==> src/common/softmc_defs.svh <==
`ifndef SOFTMC_DEFS_SVH
`define SOFTMC_DEFS_SVH

// Instruction memory
`define INSTR_WIDTH 32
`define IMEM_ADDR_WIDTH 8

// Read data path
`define DQ_WIDTH 64
`define RB_DEPTH 16
`define RB_CNT_WIDTH 5

// DRAM addressing
`define ROW_WIDTH 17
`define COL_WIDTH 10
`define BANK_WIDTH 2
`define BG_WIDTH 2

// RAS_n, CAS_n and WE_n share the upper address pins
`define ADR_RAS_BIT 16
`define ADR_WE_BIT 14

`endif

==> src/logic/readback_engine.sv <==
`timescale 1ns/1ns
`default_nettype none

`include "softmc_defs.svh"

module readback_engine (
  input  wire logic                     c0_ddr4_clk,
  input  wire logic                     rst,
  input  wire logic                     rd_cas,

  // Read data from the PHY side
  input  wire logic [`DQ_WIDTH-1:0]     rd_data,
  input  wire logic                     rd_valid,

  // Host return stream
  output logic [`DQ_WIDTH-1:0]          c2h_data,
  output logic                          c2h_valid,
  input  wire logic                     c2h_ready,

  output logic [`RB_CNT_WIDTH-1:0]      buffer_space,
  output logic                          rb_idle
);

  localparam int PTR_W = `RB_CNT_WIDTH - 1;

  logic [`DQ_WIDTH-1:0] fifo_mem [`RB_DEPTH];
  logic [PTR_W-1:0] wr_ptr;
  logic [PTR_W-1:0] rd_ptr;
  logic [`RB_CNT_WIDTH-1:0] fifo_count;
  logic [`RB_CNT_WIDTH-1:0] outstanding;
  logic pop;

  // Head word stays put until the host takes it
  assign c2h_valid = (fifo_count != '0);
  assign c2h_data  = fifo_mem[rd_ptr];
  assign pop       = c2h_valid && c2h_ready;

  // A strobe in this cycle already claims its slot
  assign buffer_space = `RB_CNT_WIDTH'(`RB_DEPTH) - fifo_count - outstanding
                        - `RB_CNT_WIDTH'(rd_cas);
  assign rb_idle = (fifo_count == '0) && (outstanding == '0) && !rd_cas;

  always_ff @(posedge c0_ddr4_clk) begin
    if (rst) begin
      wr_ptr      <= '0;
      rd_ptr      <= '0;
      fifo_count  <= '0;
      outstanding <= '0;
    end else begin
      if (rd_valid) begin
        wr_ptr <= wr_ptr + 1'b1;
      end
      if (pop) begin
        rd_ptr <= rd_ptr + 1'b1;
      end
      fifo_count  <= fifo_count + `RB_CNT_WIDTH'(rd_valid) - `RB_CNT_WIDTH'(pop);
      outstanding <= outstanding + `RB_CNT_WIDTH'(rd_cas) - `RB_CNT_WIDTH'(rd_valid);
    end
  end

  always_ff @(posedge c0_ddr4_clk) begin
    if (rd_valid) begin
      fifo_mem[wr_ptr] <= rd_data;
    end
  end

  // Responses only come back for reads that went out
  a_rd_expected: assert property (@(posedge c0_ddr4_clk) disable iff (rst)
    rd_valid |-> outstanding != '0);

  // Holds as long as the pipeline respects buffer_space
  a_no_overflow: assert property (@(posedge c0_ddr4_clk) disable iff (rst)
    (rd_valid && !pop) |-> fifo_count < `RB_CNT_WIDTH'(`RB_DEPTH));

endmodule

`default_nettype wire

==> config.mk <==
export PLATFORM = sky130hd
export DESIGN_NAME = readback_engine
export DESIGN_NICKNAME = d
export VERILOG_FILES = /design/src/logic/readback_engine.sv
export VERILOG_INCLUDE_DIRS = /design/src /design/src/common
export SDC_FILE = /design/constraint.sdc
export NUM_CORES = 1
export LEC_CHECK = 0
export CAP_MARGIN = 20
export CORE_MARGIN = 8
export CORE_UTILIZATION = 50
export CTS_BUF_LIST = sky130_fd_sc_hd__clkbuf_4
export CTS_CLUSTER_SIZE = 24
export DETAILED_ROUTE_END_ITERATION = 8
export DONT_BUFFER_PORTS = 1
export HOLD_SLACK_MARGIN = 0.08
export SYNTH_ARGS = -nofsm -noshare
export SYNTH_HDL_FRONTEND = slang
export SYNTH_SLANG_ARGS = --single-unit
export TNS_END_PERCENT = 1
==> constraint.sdc <==
create_clock -name c0_ddr4_clk -period 7.3 [get_ports c0_ddr4_clk]
set_clock_uncertainty 0.05 [all_clocks]
set_input_delay 0.365 -clock c0_ddr4_clk [delete_from_list [all_inputs] [get_ports c0_ddr4_clk]]
set_output_delay 0.365 -clock c0_ddr4_clk [all_outputs]
set_load 0.1 [all_outputs]
==> summary.txt <==
Die
  – FP Rows: 103
  – Die ar.: 0.0886 mm2
  – Die Y-Extent: 298 um
  – Initial core utilization: 50.4%
  – I/O pins: 140
  – Die width: 298 um
  – CORE AREA: 0.0787 mm2

Clocking
  – CTS Root Cell: clkbuf_4
  – Clk slew on worst S/H paths: 60 ps
  – CTS sink cnt: 1,046
  – H-tree levels: 5
  – Post-CTS sizing: 0
  – CTS tree: yes
  – Clk_lat worst skew: 1050 ps
  – CTS Buf Count: 286
  – Post-CTS Setup Inserts: 0
  – Longest Clk Path Bufs: 4
  – Post-cts hold buffer count: 72

Critical path
  – CP max-delay cell: dfxtp_4
  – CP endpoint kind: output pin
  – Startpoint types: flop
  – Critical path data required time: 6880 ps
  – Crit Path Category: flop to output pin
  – Worst endpoint data arrival time: 4170 ps
  – Reg2Reg Setup Slack: 3820 ps
  – R2R cell count: 11
  – Worst reg2reg path endpoint: fifo_count[4]$_SDFF_PP0_
  – Delay-heaviest family, CP: flip-flops
  – FF-to-FF Start: fifo_count[3]$_SDFF_PP0_
  – Crit path cell chain: buf_4, mux4_2, a22oi_1, nand2_1
  – Crit Path Max Fanout: 63
  – Worst Setup EP: c2h_data[13]
  – Max stage delay on crit path: 1020 ps
  – Levels on crit path: 4
  – Crit path buf inv count: 1

Detailed routing
  – Initial DRC count: 1,250
  – Vias/cell: 5.76
  – Per-cell routed wire length: 26.9 um
  – # DRC: 0
  – DR top layer: met5
  – Routed WL: 87,500 um
  – Met2 routed wirelength: 44,600 um
  – Drt pass-1 iters: 4
  – Vias: 18,774
  – Met3 wire length: 5520 um
  – Wl on met1: 35,900 um
  – Antenna viol nets, final: 0

Synth
  – Synthesized area per cell: 23.0 um2
  – Unique masters post-synth: 30
  – Sequential share of the synthesized area: 78.7%
  – Synth Warn #: 0
  – Mapped Area: 0.0397 mm2
  – Top cells by area, synth: edfxtp_1, mux4_2, a22oi_1
  – Post-synth net total: 1,826
  – Synthesized flop and latch total: 1,046
  – Share of the synthesized area in the top cell type: 77.5%
  – Post-Synthesis Cells: 1,727
  – Area leader, netlist: edfxtp_1

Placed design
  – DP HPWL: 42,200 um
  – GP Congestion: 0.703
  – PortBufs: 0

Layout
  – Layout net count: 2,131
  – Ratio of cells with drive above 1 in the final layout: 33.3%
  – Layout Utilization: 57.2%
  – Area grow syn2layout: 13.5%
  – Commonest non-fill, non-tap cell in the layout: edfxtp_1
  – Most frequent cells in the layout: edfxtp_1, clkbuf_4, mux4_2

STA
  – Slew headroom: 25.4%
  – Setup TNS: 0 ps
  – Final number of hold-violating endpoints: 0
  – RSZ-0062 raised after global routing: no
  – Fmax: 0.218 GHz
  – Final critical-path share of the clock period: 62.8%
  – Final min period: 4590 ps
  – Slew @ Worst Pin: 1120 ps
  – # setup viols final: 0
  – Slew Viols, Final: 0

GRT
  – Global route total overflow: 0
  – Largest net degree at the start of global routing: 117
  – Vias in the first global route: 20,556
  – Overall Global Routing Usage: 19.7%
  – Antenna violations before repair: 7
  – Global-route wire length before repair: 129,000 um

Pwr
  – Cell Pwr Density: 344 mW/mm2
  – Peak VDD IR: 0.00114 V
  – Leakage Power: 0.0143 uW

Flow run
  – MaxCap Viol Count: 0

Outcome
  – Outcome: finished clean

Min path
  – Hold crit path type: input port to flop
==> how the worst min path moves through the flow <==
| stage | cells after the start | slack [ps] | start | endpoint |
|---|---|---|---|---|
| after floorplan | 1 | 390 | rst | fifo_count[0]$_SDFF_PP0_ |
| after global placement | 1 | 380 | rst | flop |
| after detailed placement | 1 | 380 | rst | flop |
| after CTS | 1 | 80 | rd_data[23] | fifo_mem[8][23]$_DFFE_PP_ |
| after global routing | 1 | 110 | rd_data[36] | fifo_mem[3][36]$_DFFE_PP_ |
| final | 1 | 220 | rd_data[9] | fifo_mem[14][9]$_DFFE_PP_ |
==> layer usage <==
metal,track usage (%),vias to the layer above
li1,-,8076
met1,25.2,9999
met2,33.0,579
met3,5.68,116
met4,5.86,4
met5,0,-
==> metrics by stage <==
stage          instances  hold WS [ps]  power (uW)  cell area, um2  setup slack [ps]
5_1_grt             3255           108       16200           45000              2370
2_1_floorplan       1727           387       10100           39700              3350
3_3_place_gp        2720           380       10600           40900              3450
4_1_cts             3250          82.6       15700           45000              2270
6_report            3257           218       15500           45000              2710
3_5_place_dp        2721           382       10700           40900              3430
==> logic make-up after synthesis <==
kind of cell | after synthesis | share of synthesized area, %
compound gates | 142 | 2.63
xor+xnor | 16 | 0.353
fa+ha+maj | 30 | 1.00
buf+inv | 110 | 1.37
flops | 1046 | 78.7
mux | 257 | 14.6
simple gates | 126 | 1.43
==> synth_stat cells, drive strengths merged <==
| cell | instances |
|---|---|
| o21bai | 1 |
| nand3 | 5 |
| nor2b | 7 |
| nor2 | 18 |
| mux4 | 256 |
| edfxtp | 1024 |
| nor3b | 2 |
| or3 | 1 |
| ha | 27 |
| mux2i | 1 |
| buf | 47 |
| and3 | 2 |
| and2 | 17 |
| inv | 22 |
| o21ai | 2 |
| a22oi | 128 |
| dfxtp | 22 |
| a21o | 3 |
| clkbuf | 41 |
| xnor2 | 8 |
| nand4 | 2 |
| xor2 | 8 |
| fa | 3 |
| nand2 | 69 |
| a21oi | 8 |
| or4b | 1 |
| nor3 | 2 |
==> area by class of cell <==
cell class | count | area, um2
Antenna cell | 6 | 15.0
Timing Repair Buffer | 105 | 1060
Inverter | 22 | 82.6
Sequential cell | 1046 | 31200
Tap cell | 1050 | 1310
Fill cell | 5882 | 33700
Clock inverter | 55 | 319
Multi-Input combinational cell | 571 | 8010
Clock buffer | 402 | 3020
==> report_power, final <==
group	switching (uW)	leakage (uW)	internal, uW
registers	96.2	0.00943	6700
clock network	2200	0.00201	2650
logic	2580	0.00289	1260
total	4880	0.0143	10600
==> flip-flops by register name, indices dropped and copies added, names as in the netlist, named ones only <==
signal,count
fifo_mem,1024
fifo_count,5
outstanding,5
rd_ptr,4
wr_ptr,4
No activity file was read; power rests on OpenSTA's default activity.
