**src/common/softmc_defs.svh**
```systemverilog
`ifndef SOFTMC_DEFS_SVH
`define SOFTMC_DEFS_SVH

// Instruction memory
`define INSTR_WIDTH 32
`define IMEM_ADDR_WIDTH 8

// Read data path
`define DQ_WIDTH 64
`define RB_DEPTH 16
`define RB_CNT_WIDTH 5

// DRAM addressing
`define ROW_WIDTH 17
`define COL_WIDTH 10
`define BANK_WIDTH 2
`define BG_WIDTH 2

// RAS_n, CAS_n and WE_n share the upper address pins
`define ADR_RAS_BIT 16
`define ADR_WE_BIT 14

`endif

```
**src/common/softmc_pkg.sv**
```systemverilog
`default_nettype none

`include "softmc_defs.svh"

package softmc_pkg;

  // Instruction class
  typedef enum logic [2:0] {
    OP_DDR  = 3'd0,
    OP_WAIT = 3'd1,
    OP_END  = 3'd2
  } opcode_e;

  // DRAM command carried by an OP_DDR instruction
  typedef enum logic [2:0] {
    CMD_NOP = 3'd0,
    CMD_ACT = 3'd1,
    CMD_PRE = 3'd2,
    CMD_RD  = 3'd3,
    CMD_WR  = 3'd4,
    CMD_REF = 3'd5
  } ddr_cmd_e;

  // addr holds the row, the column or the WAIT cycle count
  typedef struct packed {
    opcode_e                 opcode;
    ddr_cmd_e                cmd;
    logic [`BG_WIDTH-1:0]    bg;
    logic [`BANK_WIDTH-1:0]  bank;
    logic [4:0]              spare;
    logic [`ROW_WIDTH-1:0]   addr;
  } instr_t;

  // Decoded command from the pipeline
  typedef struct packed {
    logic                    valid;
    ddr_cmd_e                cmd;
    logic [`BG_WIDTH-1:0]    bg;
    logic [`BANK_WIDTH-1:0]  bank;
    logic [`ROW_WIDTH-1:0]   addr;
  } ddr_req_t;

  // DDR4 command pins
  typedef struct packed {
    logic                    act_n;
    logic                    cs_n;
    logic [`ROW_WIDTH-1:0]   adr;
    logic [`BANK_WIDTH-1:0]  ba;
    logic [`BG_WIDTH-1:0]    bg;
  } dram_cmd_t;

endpackage

`default_nettype wire

```
**src/logic/ddr_cmd_adapter.sv**
```systemverilog
`timescale 1ns/1ns
`default_nettype none

`include "softmc_defs.svh"

module ddr_cmd_adapter
  import softmc_pkg::*;
(
  input  wire logic     c0_ddr4_clk,
  input  wire logic     rst,
  input  wire ddr_req_t ddr_req,
  output dram_cmd_t     dram_cmd,
  output logic          rd_cas,
  output logic          wr_cas
);

  dram_cmd_t next_cmd;

  // DDR4 truth table, one command per cycle
  always_comb begin
    next_cmd = '{act_n: 1'b1, cs_n: 1'b1, adr: '0, ba: ddr_req.bank, bg: ddr_req.bg};
    next_cmd.adr[`ADR_RAS_BIT:`ADR_WE_BIT] = 3'b111;
    if (ddr_req.valid) begin
      case (ddr_req.cmd)
        CMD_ACT: begin
          next_cmd.cs_n  = 1'b0;
          next_cmd.act_n = 1'b0;
          next_cmd.adr   = ddr_req.addr;
        end
        CMD_PRE: begin
          next_cmd.cs_n = 1'b0;
          next_cmd.adr  = ddr_req.addr;
          next_cmd.adr[`ADR_RAS_BIT:`ADR_WE_BIT] = 3'b010;
        end
        CMD_RD: begin
          next_cmd.cs_n = 1'b0;
          next_cmd.adr[`ADR_RAS_BIT:`ADR_WE_BIT] = 3'b101;
          next_cmd.adr[`COL_WIDTH-1:0] = ddr_req.addr[`COL_WIDTH-1:0];
        end
        CMD_WR: begin
          next_cmd.cs_n = 1'b0;
          next_cmd.adr[`ADR_RAS_BIT:`ADR_WE_BIT] = 3'b100;
          next_cmd.adr[`COL_WIDTH-1:0] = ddr_req.addr[`COL_WIDTH-1:0];
        end
        CMD_REF: begin
          next_cmd.cs_n = 1'b0;
          next_cmd.adr[`ADR_RAS_BIT:`ADR_WE_BIT] = 3'b001;
        end
        // NOP leaves the device deselected
        default: ;
      endcase
    end
  end

  always_ff @(posedge c0_ddr4_clk) begin
    if (rst) begin
      dram_cmd <= '{act_n: 1'b1, cs_n: 1'b1, adr: '0, ba: '0, bg: '0};
      rd_cas   <= 1'b0;
      wr_cas   <= 1'b0;
    end else begin
      dram_cmd <= next_cmd;
      rd_cas   <= ddr_req.valid && (ddr_req.cmd == CMD_RD);
      wr_cas   <= ddr_req.valid && (ddr_req.cmd == CMD_WR);
    end
  end

  a_cas_exclusive: assert property (@(posedge c0_ddr4_clk) disable iff (rst)
    !(rd_cas && wr_cas));

endmodule

`default_nettype wire

```
**config.mk**
```make
export PLATFORM = sky130hd
export DESIGN_NAME = ddr_cmd_adapter
export DESIGN_NICKNAME = d
export VERILOG_FILES = /design/src/common/softmc_pkg.sv /design/src/logic/ddr_cmd_adapter.sv
export VERILOG_INCLUDE_DIRS = /design/src /design/src/common
export SDC_FILE = /design/constraint.sdc
export NUM_CORES = 1
export LEC_CHECK = 0
export ABC_CLOCK_PERIOD_IN_PS = 2100
export BUFFER_PORTS_ARGS = -buffer_cell sky130_fd_sc_hd__buf_2
export CAP_MARGIN = 20
export CORE_MARGIN = 2
export CORE_UTILIZATION = 43
export CTS_BUF_LIST = sky130_fd_sc_hd__clkbuf_4 sky130_fd_sc_hd__clkbuf_8 sky130_fd_sc_hd__clkbuf_16
export DETAILED_ROUTE_END_ITERATION = 16
export GPL_TIMING_DRIVEN = 0
export PLACE_DENSITY = 0.92
export SYNTH_ARGS = -nofsm -noshare
export SYNTH_HDL_FRONTEND = slang
export SYNTH_SLANG_ARGS = --single-unit
```
**constraint.sdc**
```tcl
create_clock -name c0_ddr4_clk -period 2.1 [get_ports c0_ddr4_clk]
set_clock_uncertainty 0.05 [all_clocks]
set_input_delay 0.42 -clock c0_ddr4_clk [delete_from_list [all_inputs] [get_ports c0_ddr4_clk]]
set_output_delay 0.42 -clock c0_ddr4_clk [all_outputs]
set_load 0.02 [all_outputs]
```
==> impl_metrics.ini <==
[synthesis]
yosysWarnings = 0
synth_cells = 70
syn_nets = 97
syn_area_per_cell_um2 = 11.6
synth-seq-cells = 25
ys_seq_area_share_pct = 61.7
netlist_area_um2 = 811
synth_cell_type_count = 20

[routing]
wirelength_mm = 1.54
dr.pass1.iters = 4
avgViaCountPerCell = 4.42
vias = 650
drcViolationCount = 0
drt-wirelength-per-cell_um = 10.5
antenna_left = 0
drt_iter0_markers = 11

[final_layout]
antenna_cells = 0
multi_input_comb_area_um2 = 279
n_fill_cell = 159
final_common_cell = buf_2
syn2layout_area_growth_pct = 37.2
fin_cells = 147
final_cell_area_um2 = 1110
fin_util_pct = 63.7
seqCellArea_um2 = 500
final_cell_mix = 49 x buf_2, 25 x dfxtp_1, 14 x and2_1
drive_gt1_share_pct = 48.4
layout.nets = 150

[cts]
cts-htree-levels = 1
cts_resized = 0
ctsHoldBuffers = 0
cts_sinks = 25
cts_tree = yes
root_buffer = clkbuf_4
path_clk_slew_ns = 0.13
numCtsBuffers = 3
clk_path_buf_depth = 2
postCtsSetupBuffers = 0

[power]
p_total_uw = 809
vdd_drop_max_v = 0.000331
p_leak_nw = 0.552
power.density_nw_per_um2 = 727

[sta]
maxSlewHeadroom_pct = 80.2
max_freq_ghz = 0.773
slew_viol_final = 0
min_period_ns = 1.29
setup_tns_ns = 0
tightest_slew_ns = 0.298
setup-violations-final = 0
finalCritPeriodShare_pct = 61.6
rsz0062_at_grt = false
hold_viol = 0
hold_slack_ns = 0.239
fin_ws_ns = 0.807

[global_route]
antenna_found_initial = 0
busiest_layer = met2
grt_use_total_pct = 14.1
grt_pass1_wl_mm = 2.12
met1_usage_pct = 14.2
grt_pass1_vias = 558
grt_remaining_overflow = 0
grt_use_met2_pct = 25.9
grt_max_degree = 16
met3_usage_pct = 2.26

[setup_path]
critical-path-top-delay-family = flip-flops
slowest_delay_ns = 0.35
path_max_fanout = 1
critPathKind = flip-flop to output port
cp.arrival_ns = 0.82
setup.worst_path.start_class = flip-flop
crit_buf_inv = 1
endpoint_kind = output port
crit_required_ns = 1.63
path_cells = buf_2
cp_slowest_cell = dfxtp_1

[placed_design]
gp_congestion = 0.823
place_hpwl_mm = 1.24
place.port_buffers = 48
pre_cts_ws_ns = 0.672
placed_area_um2 = 1080
dp.cells = 143

[floorplan]
die_h_um = 47.4
die_w_um = 47.4
dieArea_um2 = 2250
initial_utilization_pct = 46.5
core-area_um2 = 1750
io_pins = 52
placement_rows = 15

[flow_run]
drv_cap = 0

[outcome]
status = finished clean

[min_path]
holdCritPathClass = input pin to flip-flop
-- layout make-up --
class	count	share of cell area, %
Buffer	3	2.47
Clock buffer	3	2.02
Clock inverter	1	0.675
Inverter	1	0.337
Multi-Input combinational cell	41	25.1
Sequential cell	25	45.0
Tap cell	25	2.81
Timing Repair Buffer	48	21.6
-- layer usage --
metal | share of wire (%) | vias up
met5 | 0 | -
met4 | 2.9 | 0
met3 | 9.5 | 6
met2 | 51 | 35
met1 | 36 | 277
li1 | - | 332
-- logic make-up (layout without fill, tap and decap cells) --
family,after synthesis,count (layout),synth area share [%]
buffers and inverters,4,56,3.86
AO/OA/AOI/OAI,8,8,7.87
flip-flops,25,25,61.7
AND/OR/NAND/NOR,33,33,26.5
-- sequential cells by signal, summed over array words and instances (netlist names) --
signal    flops
dram_cmd     23
rd_cas        1
wr_cas        1
-- power breakdown --
group	switching (mW)	internal (mW)
sequential	0.00395	0.492
combinational	0.0588	0.0481
clock	0.134	0.0728
-- synthesized netlist by cell type --
| library cell | instances | share of area [%] |
|---|---|---|
| o21a_4 | 1 | 1.9 |
| nor2_1 | 2 | 0.93 |
| nor4_1 | 1 | 0.77 |
| nor2b_1 | 5 | 3.9 |
| nand2b_1 | 4 | 3.1 |
| and2_1 | 14 | 11 |
| buf_2 | 1 | 0.62 |
| or3b_1 | 2 | 2.2 |
| buf_6 | 2 | 2.8 |
| a21o_1 | 1 | 0.93 |
| dfxtp_1 | 25 | 62 |
| nor3_4 | 1 | 2.0 |
| inv_1 | 1 | 0.46 |
| a21oi_1 | 2 | 1.2 |
| nand2_1 | 1 | 0.46 |
| nand3_1 | 2 | 1.2 |
| nor3_2 | 1 | 1.2 |
| a211oi_2 | 1 | 1.5 |
| a31oi_1 | 2 | 1.5 |
| o22ai_1 | 1 | 0.77 |
-- final timing paths --
path               startpoint  cells after the start     endpoint  slack, ns
setup / recovery  dram_cmd[1]                      1  dram_cmd[1]       0.81
hold / removal     ddr_req[1]                      2  dram_cmd[5]       0.24
No activity file was read; power rests on OpenSTA's default activity.
