[src/common/softmc_defs.svh]
`ifndef SOFTMC_DEFS_SVH
`define SOFTMC_DEFS_SVH

// Instruction memory
`define INSTR_WIDTH 32
`define IMEM_ADDR_WIDTH 8

// Read data path
`define DQ_WIDTH 64
`define RB_DEPTH 16
`define RB_CNT_WIDTH 5

// DRAM addressing
`define ROW_WIDTH 17
`define COL_WIDTH 10
`define BANK_WIDTH 2
`define BG_WIDTH 2

// RAS_n, CAS_n and WE_n share the upper address pins
`define ADR_RAS_BIT 16
`define ADR_WE_BIT 14

`endif

[src/common/softmc_pkg.sv]
`default_nettype none

`include "softmc_defs.svh"

package softmc_pkg;

  // Instruction class
  typedef enum logic [2:0] {
    OP_DDR  = 3'd0,
    OP_WAIT = 3'd1,
    OP_END  = 3'd2
  } opcode_e;

  // DRAM command carried by an OP_DDR instruction
  typedef enum logic [2:0] {
    CMD_NOP = 3'd0,
    CMD_ACT = 3'd1,
    CMD_PRE = 3'd2,
    CMD_RD  = 3'd3,
    CMD_WR  = 3'd4,
    CMD_REF = 3'd5
  } ddr_cmd_e;

  // addr holds the row, the column or the WAIT cycle count
  typedef struct packed {
    opcode_e                 opcode;
    ddr_cmd_e                cmd;
    logic [`BG_WIDTH-1:0]    bg;
    logic [`BANK_WIDTH-1:0]  bank;
    logic [4:0]              spare;
    logic [`ROW_WIDTH-1:0]   addr;
  } instr_t;

  // Decoded command from the pipeline
  typedef struct packed {
    logic                    valid;
    ddr_cmd_e                cmd;
    logic [`BG_WIDTH-1:0]    bg;
    logic [`BANK_WIDTH-1:0]  bank;
    logic [`ROW_WIDTH-1:0]   addr;
  } ddr_req_t;

  // DDR4 command pins
  typedef struct packed {
    logic                    act_n;
    logic                    cs_n;
    logic [`ROW_WIDTH-1:0]   adr;
    logic [`BANK_WIDTH-1:0]  ba;
    logic [`BG_WIDTH-1:0]    bg;
  } dram_cmd_t;

endpackage

`default_nettype wire

[src/pipeline/softmc_pipeline.sv]
`timescale 1ns/1ns
`default_nettype none

`include "softmc_defs.svh"

module softmc_pipeline
  import softmc_pkg::*;
(
  input  wire logic                        c0_ddr4_clk,
  input  wire logic                        rst,
  input  wire logic                        run,

  // Fetch port
  output logic                             fetch_req,
  output logic [`IMEM_ADDR_WIDTH-1:0]      fetch_addr,
  input  wire instr_t                      fetch_data,
  input  wire logic                        fetch_valid,

  // Readback flow control
  input  wire logic [`RB_CNT_WIDTH-1:0]    buffer_space,

  output ddr_req_t                         ddr_req,
  output logic                             seq_done
);

  logic [`IMEM_ADDR_WIDTH-1:0] pc;
  logic [`IMEM_ADDR_WIDTH-1:0] inflight_addr;
  logic [`ROW_WIDTH-1:0] wait_cnt;
  logic drop_next;
  logic done;
  logic stalled;

  logic exec;
  logic is_rd;
  logic [`RB_CNT_WIDTH-1:0] pend_rd;
  logic space_ok;
  logic rd_block;
  logic wait_long;
  logic end_hit;
  logic stop;

  assign fetch_addr = pc;
  assign fetch_req  = run && !done && !stalled && (wait_cnt == '0);

  // The fetch issued in the stop cycle comes back one cycle later and is dropped
  assign exec  = run && fetch_valid && !drop_next;
  assign is_rd = (fetch_data.opcode == OP_DDR) && (fetch_data.cmd == CMD_RD);

  // A read sitting in ddr_req is not yet counted by the readback engine
  assign pend_rd  = `RB_CNT_WIDTH'(ddr_req.valid && ddr_req.cmd == CMD_RD);
  assign space_ok = buffer_space > pend_rd;

  assign rd_block = exec && is_rd && !space_ok;
  // WAIT 0 and WAIT 1 fit in the slot of the WAIT itself
  assign wait_long = exec && (fetch_data.opcode == OP_WAIT) && (fetch_data.addr > 17'd1);
  assign end_hit   = exec && (fetch_data.opcode == OP_END);
  assign stop      = rd_block || wait_long || end_hit;

  always_ff @(posedge c0_ddr4_clk) begin
    if (rst || !run) begin
      pc            <= '0;
      inflight_addr <= '0;
      wait_cnt      <= '0;
      drop_next     <= 1'b0;
      done          <= 1'b0;
      stalled       <= 1'b0;
      seq_done      <= 1'b0;
      ddr_req       <= '0;
    end else begin
      seq_done  <= end_hit;
      drop_next <= stop;

      if (fetch_req) begin
        inflight_addr <= pc;
        pc            <= pc + 1'b1;
      end

      // Rewind the program counter over the dropped fetch
      if (rd_block) begin
        pc <= inflight_addr;
      end else if (stop) begin
        pc <= inflight_addr + 1'b1;
      end

      // Fetch restarts n-2 cycles later, giving n idle slots in total
      if (wait_long) begin
        wait_cnt <= fetch_data.addr - 17'd2;
      end else if (wait_cnt != '0) begin
        wait_cnt <= wait_cnt - 1'b1;
      end

      if (rd_block) begin
        stalled <= 1'b1;
      end else if (stalled && space_ok) begin
        stalled <= 1'b0;
      end

      if (end_hit) begin
        done <= 1'b1;
      end

      ddr_req <= '{valid: exec && (fetch_data.opcode == OP_DDR) && !rd_block,
                   cmd:   fetch_data.cmd,
                   bg:    fetch_data.bg,
                   bank:  fetch_data.bank,
                   addr:  fetch_data.addr};
    end
  end

endmodule

`default_nettype wire

[config.mk]
export PLATFORM = sky130hd
export DESIGN_NAME = softmc_pipeline
export DESIGN_NICKNAME = d
export VERILOG_FILES = /design/src/common/softmc_pkg.sv /design/src/pipeline/softmc_pipeline.sv
export VERILOG_INCLUDE_DIRS = /design/src /design/src/common
export SDC_FILE = /design/constraint.sdc
export NUM_CORES = 1
export LEC_CHECK = 0
export ABC_AREA = 0
export BUFFER_PORTS_ARGS = -buffer_cell sky130_fd_sc_hd__buf_4
export CORE_ASPECT_RATIO = 1.75
export CORE_MARGIN = 5
export CORE_UTILIZATION = 40
export CTS_BUF_LIST = sky130_fd_sc_hd__clkbuf_8
export DETAILED_ROUTE_END_ITERATION = 8
export HOLD_SLACK_MARGIN = 0.06
export SYNTH_ARGS = -nofsm -noshare
export SYNTH_HDL_FRONTEND = slang
export SYNTH_SLANG_ARGS = --single-unit
export TNS_END_PERCENT = 20
[constraint.sdc]
create_clock -name c0_ddr4_clk -period 5.7 [get_ports c0_ddr4_clk]
set_input_delay 0.57 -clock c0_ddr4_clk [delete_from_list [all_inputs] [get_ports c0_ddr4_clk]]
set_output_delay 0.57 -clock c0_ddr4_clk [all_outputs]
set_load 0.03 [all_outputs]
==> flow_metrics.env <==
export IMPL_yosysUniqueCellTypes=56
export IMPL_synth_async_reset_ratio_pct=0
export IMPL_coreArea_um2=7860
export IMPL_antenna_found_initial=0
export IMPL_synth_top_area_cell="dfxtp_1"
export IMPL_dr_pass1_iters=4
export IMPL_syn_num_nets=422
export IMPL_place_gp_congestion=0.856
export IMPL_power_switching_mw=0.546
export IMPL_start_util_pct=40.4
export IMPL_final_nets=490
export IMPL_cts_root_buf="clkbuf_8"
export IMPL_hold_buffers=0
export IMPL_cp_top_family="simple AND/OR/NAND/NOR gates"
export IMPL_vias=3035
export IMPL_required_ns=5.96
export IMPL_post_cts_resize_count=0
export IMPL_cts_sinks=62
export IMPL_grt_pass1_vias=3152
export IMPL_synth_edf_count=0
export IMPL_synth_most_common_cell="dfxtp_1"
export IMPL_grt_max_degree=33
export IMPL_grt_setup_unrepaired="no"
export IMPL_routed_wl_um=9250
export IMPL_critPathKind="input port to flip-flop"
export IMPL_globalRouteOverflowTotal=0
export IMPL_p_clk_share_pct=29.2
export IMPL_synth_flop_cell="dfxtp_1"
export IMPL_post_cts_buffers=0
export IMPL_hp_class="input port to flip-flop"
export IMPL_p_seq_share_pct=33.9
export IMPL_drive_above_1_share_pct=24.5
export IMPL_maxCapViolCount=0
export IMPL_wl_per_cell_um=17.2
export IMPL_clockBufferDepth=2
export IMPL_synth_area_leaders="dfxtp_1, and2_1, a21oi_1, nand2_1, xnor2_1"
export IMPL_slew_headroom_pct=61.2
export IMPL_cts_tree="yes"
export IMPL_drv_slew=0
export IMPL_intPower_mw=0.957
export IMPL_synth_area_um2=3170
export IMPL_cpMostUsedCell="nand3_1"
export IMPL_fin_skew_ns=0.00977
export IMPL_yosysTopAreaCellShare_pct=39.1
export IMPL_finalSetupViolations=0
export IMPL_fin_tns_setup_ns=0
export IMPL_tightest_slew_ns=0.581
export IMPL_yosys_register_bits=62
export IMPL_path_clk_slew_ns=0.07
export IMPL_status="completed"
export IMPL_cts_buffers=9
export IMPL_dpl_hpwl_um=6780
export IMPL_place_ws_ns=1.43
export IMPL_synth_cells=376
export IMPL_io_buffers=70
export IMPL_finalHoldViolCount=0
export IMPL_crit_chain="buf_4 -> or4_1 -> nor2_1 -> a31o_2 -> nand2_1 -> mux2_2 -> ha_1 -> and3_1 -> nand3_1 -> nand2b_1 -> nand3_1 -> a211oi_1"
export IMPL_path_buf_inv=1
export IMPL_fp_dieH_um=128
export IMPL_cp_data_arrival_time_ns=4.22
export IMPL_vdd_drop_max_uv=264
export IMPL_vias_per_cell=5.63
export IMPL_critical_path_max_stage_delay_ns=0.65
export IMPL_grt_use_total_pct=19.5
export IMPL_ant_nets=0
export IMPL_yosysSeqAreaShare_pct=39.1
export IMPL_syn_area_per_cell_um2=8.43
export IMPL_combPwrFrac_pct=36.9
export IMPL_cts_htree_levels=3
export IMPL_cp_max_fo=22
export IMPL_netSwitchingFraction_pct=36.4
export IMPL_clk_latency_ns=0.35
export IMPL_ys_top_cells_by_count="dfxtp_1, nand2_1, a21oi_1"
export IMPL_powerDensity_nw_per_um2=376
export IMPL_area_growth_pct=26.1
export IMPL_die_area_um2=9880
export IMPL_ys_warn_count=0
export IMPL_grt_pass1_wl_um=15300
export IMPL_endpoint_kind="flip-flop"
export IMPL_drc=0
export IMPL_ios=76
export IMPL_min_period_over_period_pct=69.4
export IMPL_post_route_util_pct=50.9
export IMPL_fp_dieW_um=77.3
export IMPL_diodes=0
export IMPL_worst_slack_ns=1.75
export IMPL_crit_slowest_cell="or4_1"
export IMPL_fin_crit_ns=3.95
export IMPL_fmax_mhz=253
export IMPL_p_leak_nw=1.63
export IMPL_drt_iter0_markers=147
export IMPL_num_rows=43
export IMPL_crit_path_start_kind="input port"
## cells by family (layout without fill, tap and decap cells)
family | after synthesis | count (layout) | synth area share [%]
multiplexers | 6 | 6 | 2.01
buffers and inverters | 26 | 99 | 3.35
flip-flops | 62 | 62 | 39.1
adder cells (fa/ha/maj) | 5 | 5 | 1.97
AND/OR/NAND/NOR | 164 | 164 | 28.4
AO/OA/AOI/OAI | 87 | 87 | 17.9
XOR/XNOR | 26 | 26 | 7.18
## power groups by stage
stage,Sequential [mW],Clock (mW),Combinational (mW)
after floorplan,0.535,0,0.398
after detailed placement,0.519,0,0.552
final,0.509,0.439,0.555
after global placement,0.517,0,0.549
after CTS,0.509,0.447,0.558
after global routing,0.514,0.470,0.619
## flip-flops by register name, indices dropped and copies added, names as in the netlist
signal / cells
ddr_req: 25
done: 1
drop_next: 1
fetch_addr: 8
inflight_addr: 8
seq_done: 1
stalled: 1
wait_cnt: 17
## metrics by stage
step / instances / power (mW) / instance area (µm²) / hold slack [ns]
global route: 539 / 1.60 / 4000 / 0.393
detailed placement: 523 / 1.07 / 3780 / 0.467
finish: 539 / 1.50 / 4000 / 0.400
global placement: 523 / 1.07 / 3780 / 0.451
CTS: 539 / 1.51 / 4000 / 0.394
floorplan: 376 / 0.933 / 3170 / 0.437
## metal layers
metal  GRT usage, %  vias to the layer above  part of all wire, %  routed length (µm)
li1               -                     1491                    -                   -
met1           18.5                     1434                   36                3300
met2           36.6                       81                   56                5210
met3           5.34                       29                  3.8                 355
met4           11.1                        0                  4.2                 389
met5              0                        -                    0                   0
## worst paths after layout
| check | startpoint | to | slack [ns] | depth (start not counted) |
|---|---|---|---|---|
| min | rst | seq_done$_SDFF_PP0_ | 0.40 | 2 |
| max reg2reg | ddr_req[23]$_SDFF_PP0_ | fetch_addr[6]$_SDFFE_PP0P_ | 2.21 | 13 |
| min reg2reg | done$_SDFFE_PP0P_ | done$_SDFFE_PP0P_ | 0.48 | 2 |
| max | fetch_data[5] | fetch_addr[6]$_SDFFE_PP0P_ | 1.75 | 12 |
## area by class of cell
class | count | area, µm²
inverter | 9 | 35.0
clock buffer | 9 | 124
sequential | 62 | 1240
fill | 777 | 3860
timing repair buffer | 74 | 556
tap | 90 | 113
multi-input combinational | 288 | 1830
clock inverter | 7 | 98.8
## placed cells by master, fill, tap and decap left out, types with 9 or more instances in the layout
master and instances:
and2_1 25, nand2_1 34, clkbuf_8 9, xor2_1 12
xnor2_1 14, nor3_1 18, o21ai_0 10, a211oi_1 14
a21oi_1 30, nor2_1 28, buf_4 74, dfxtp_1 62
Power figures use the tool's default switching activity.
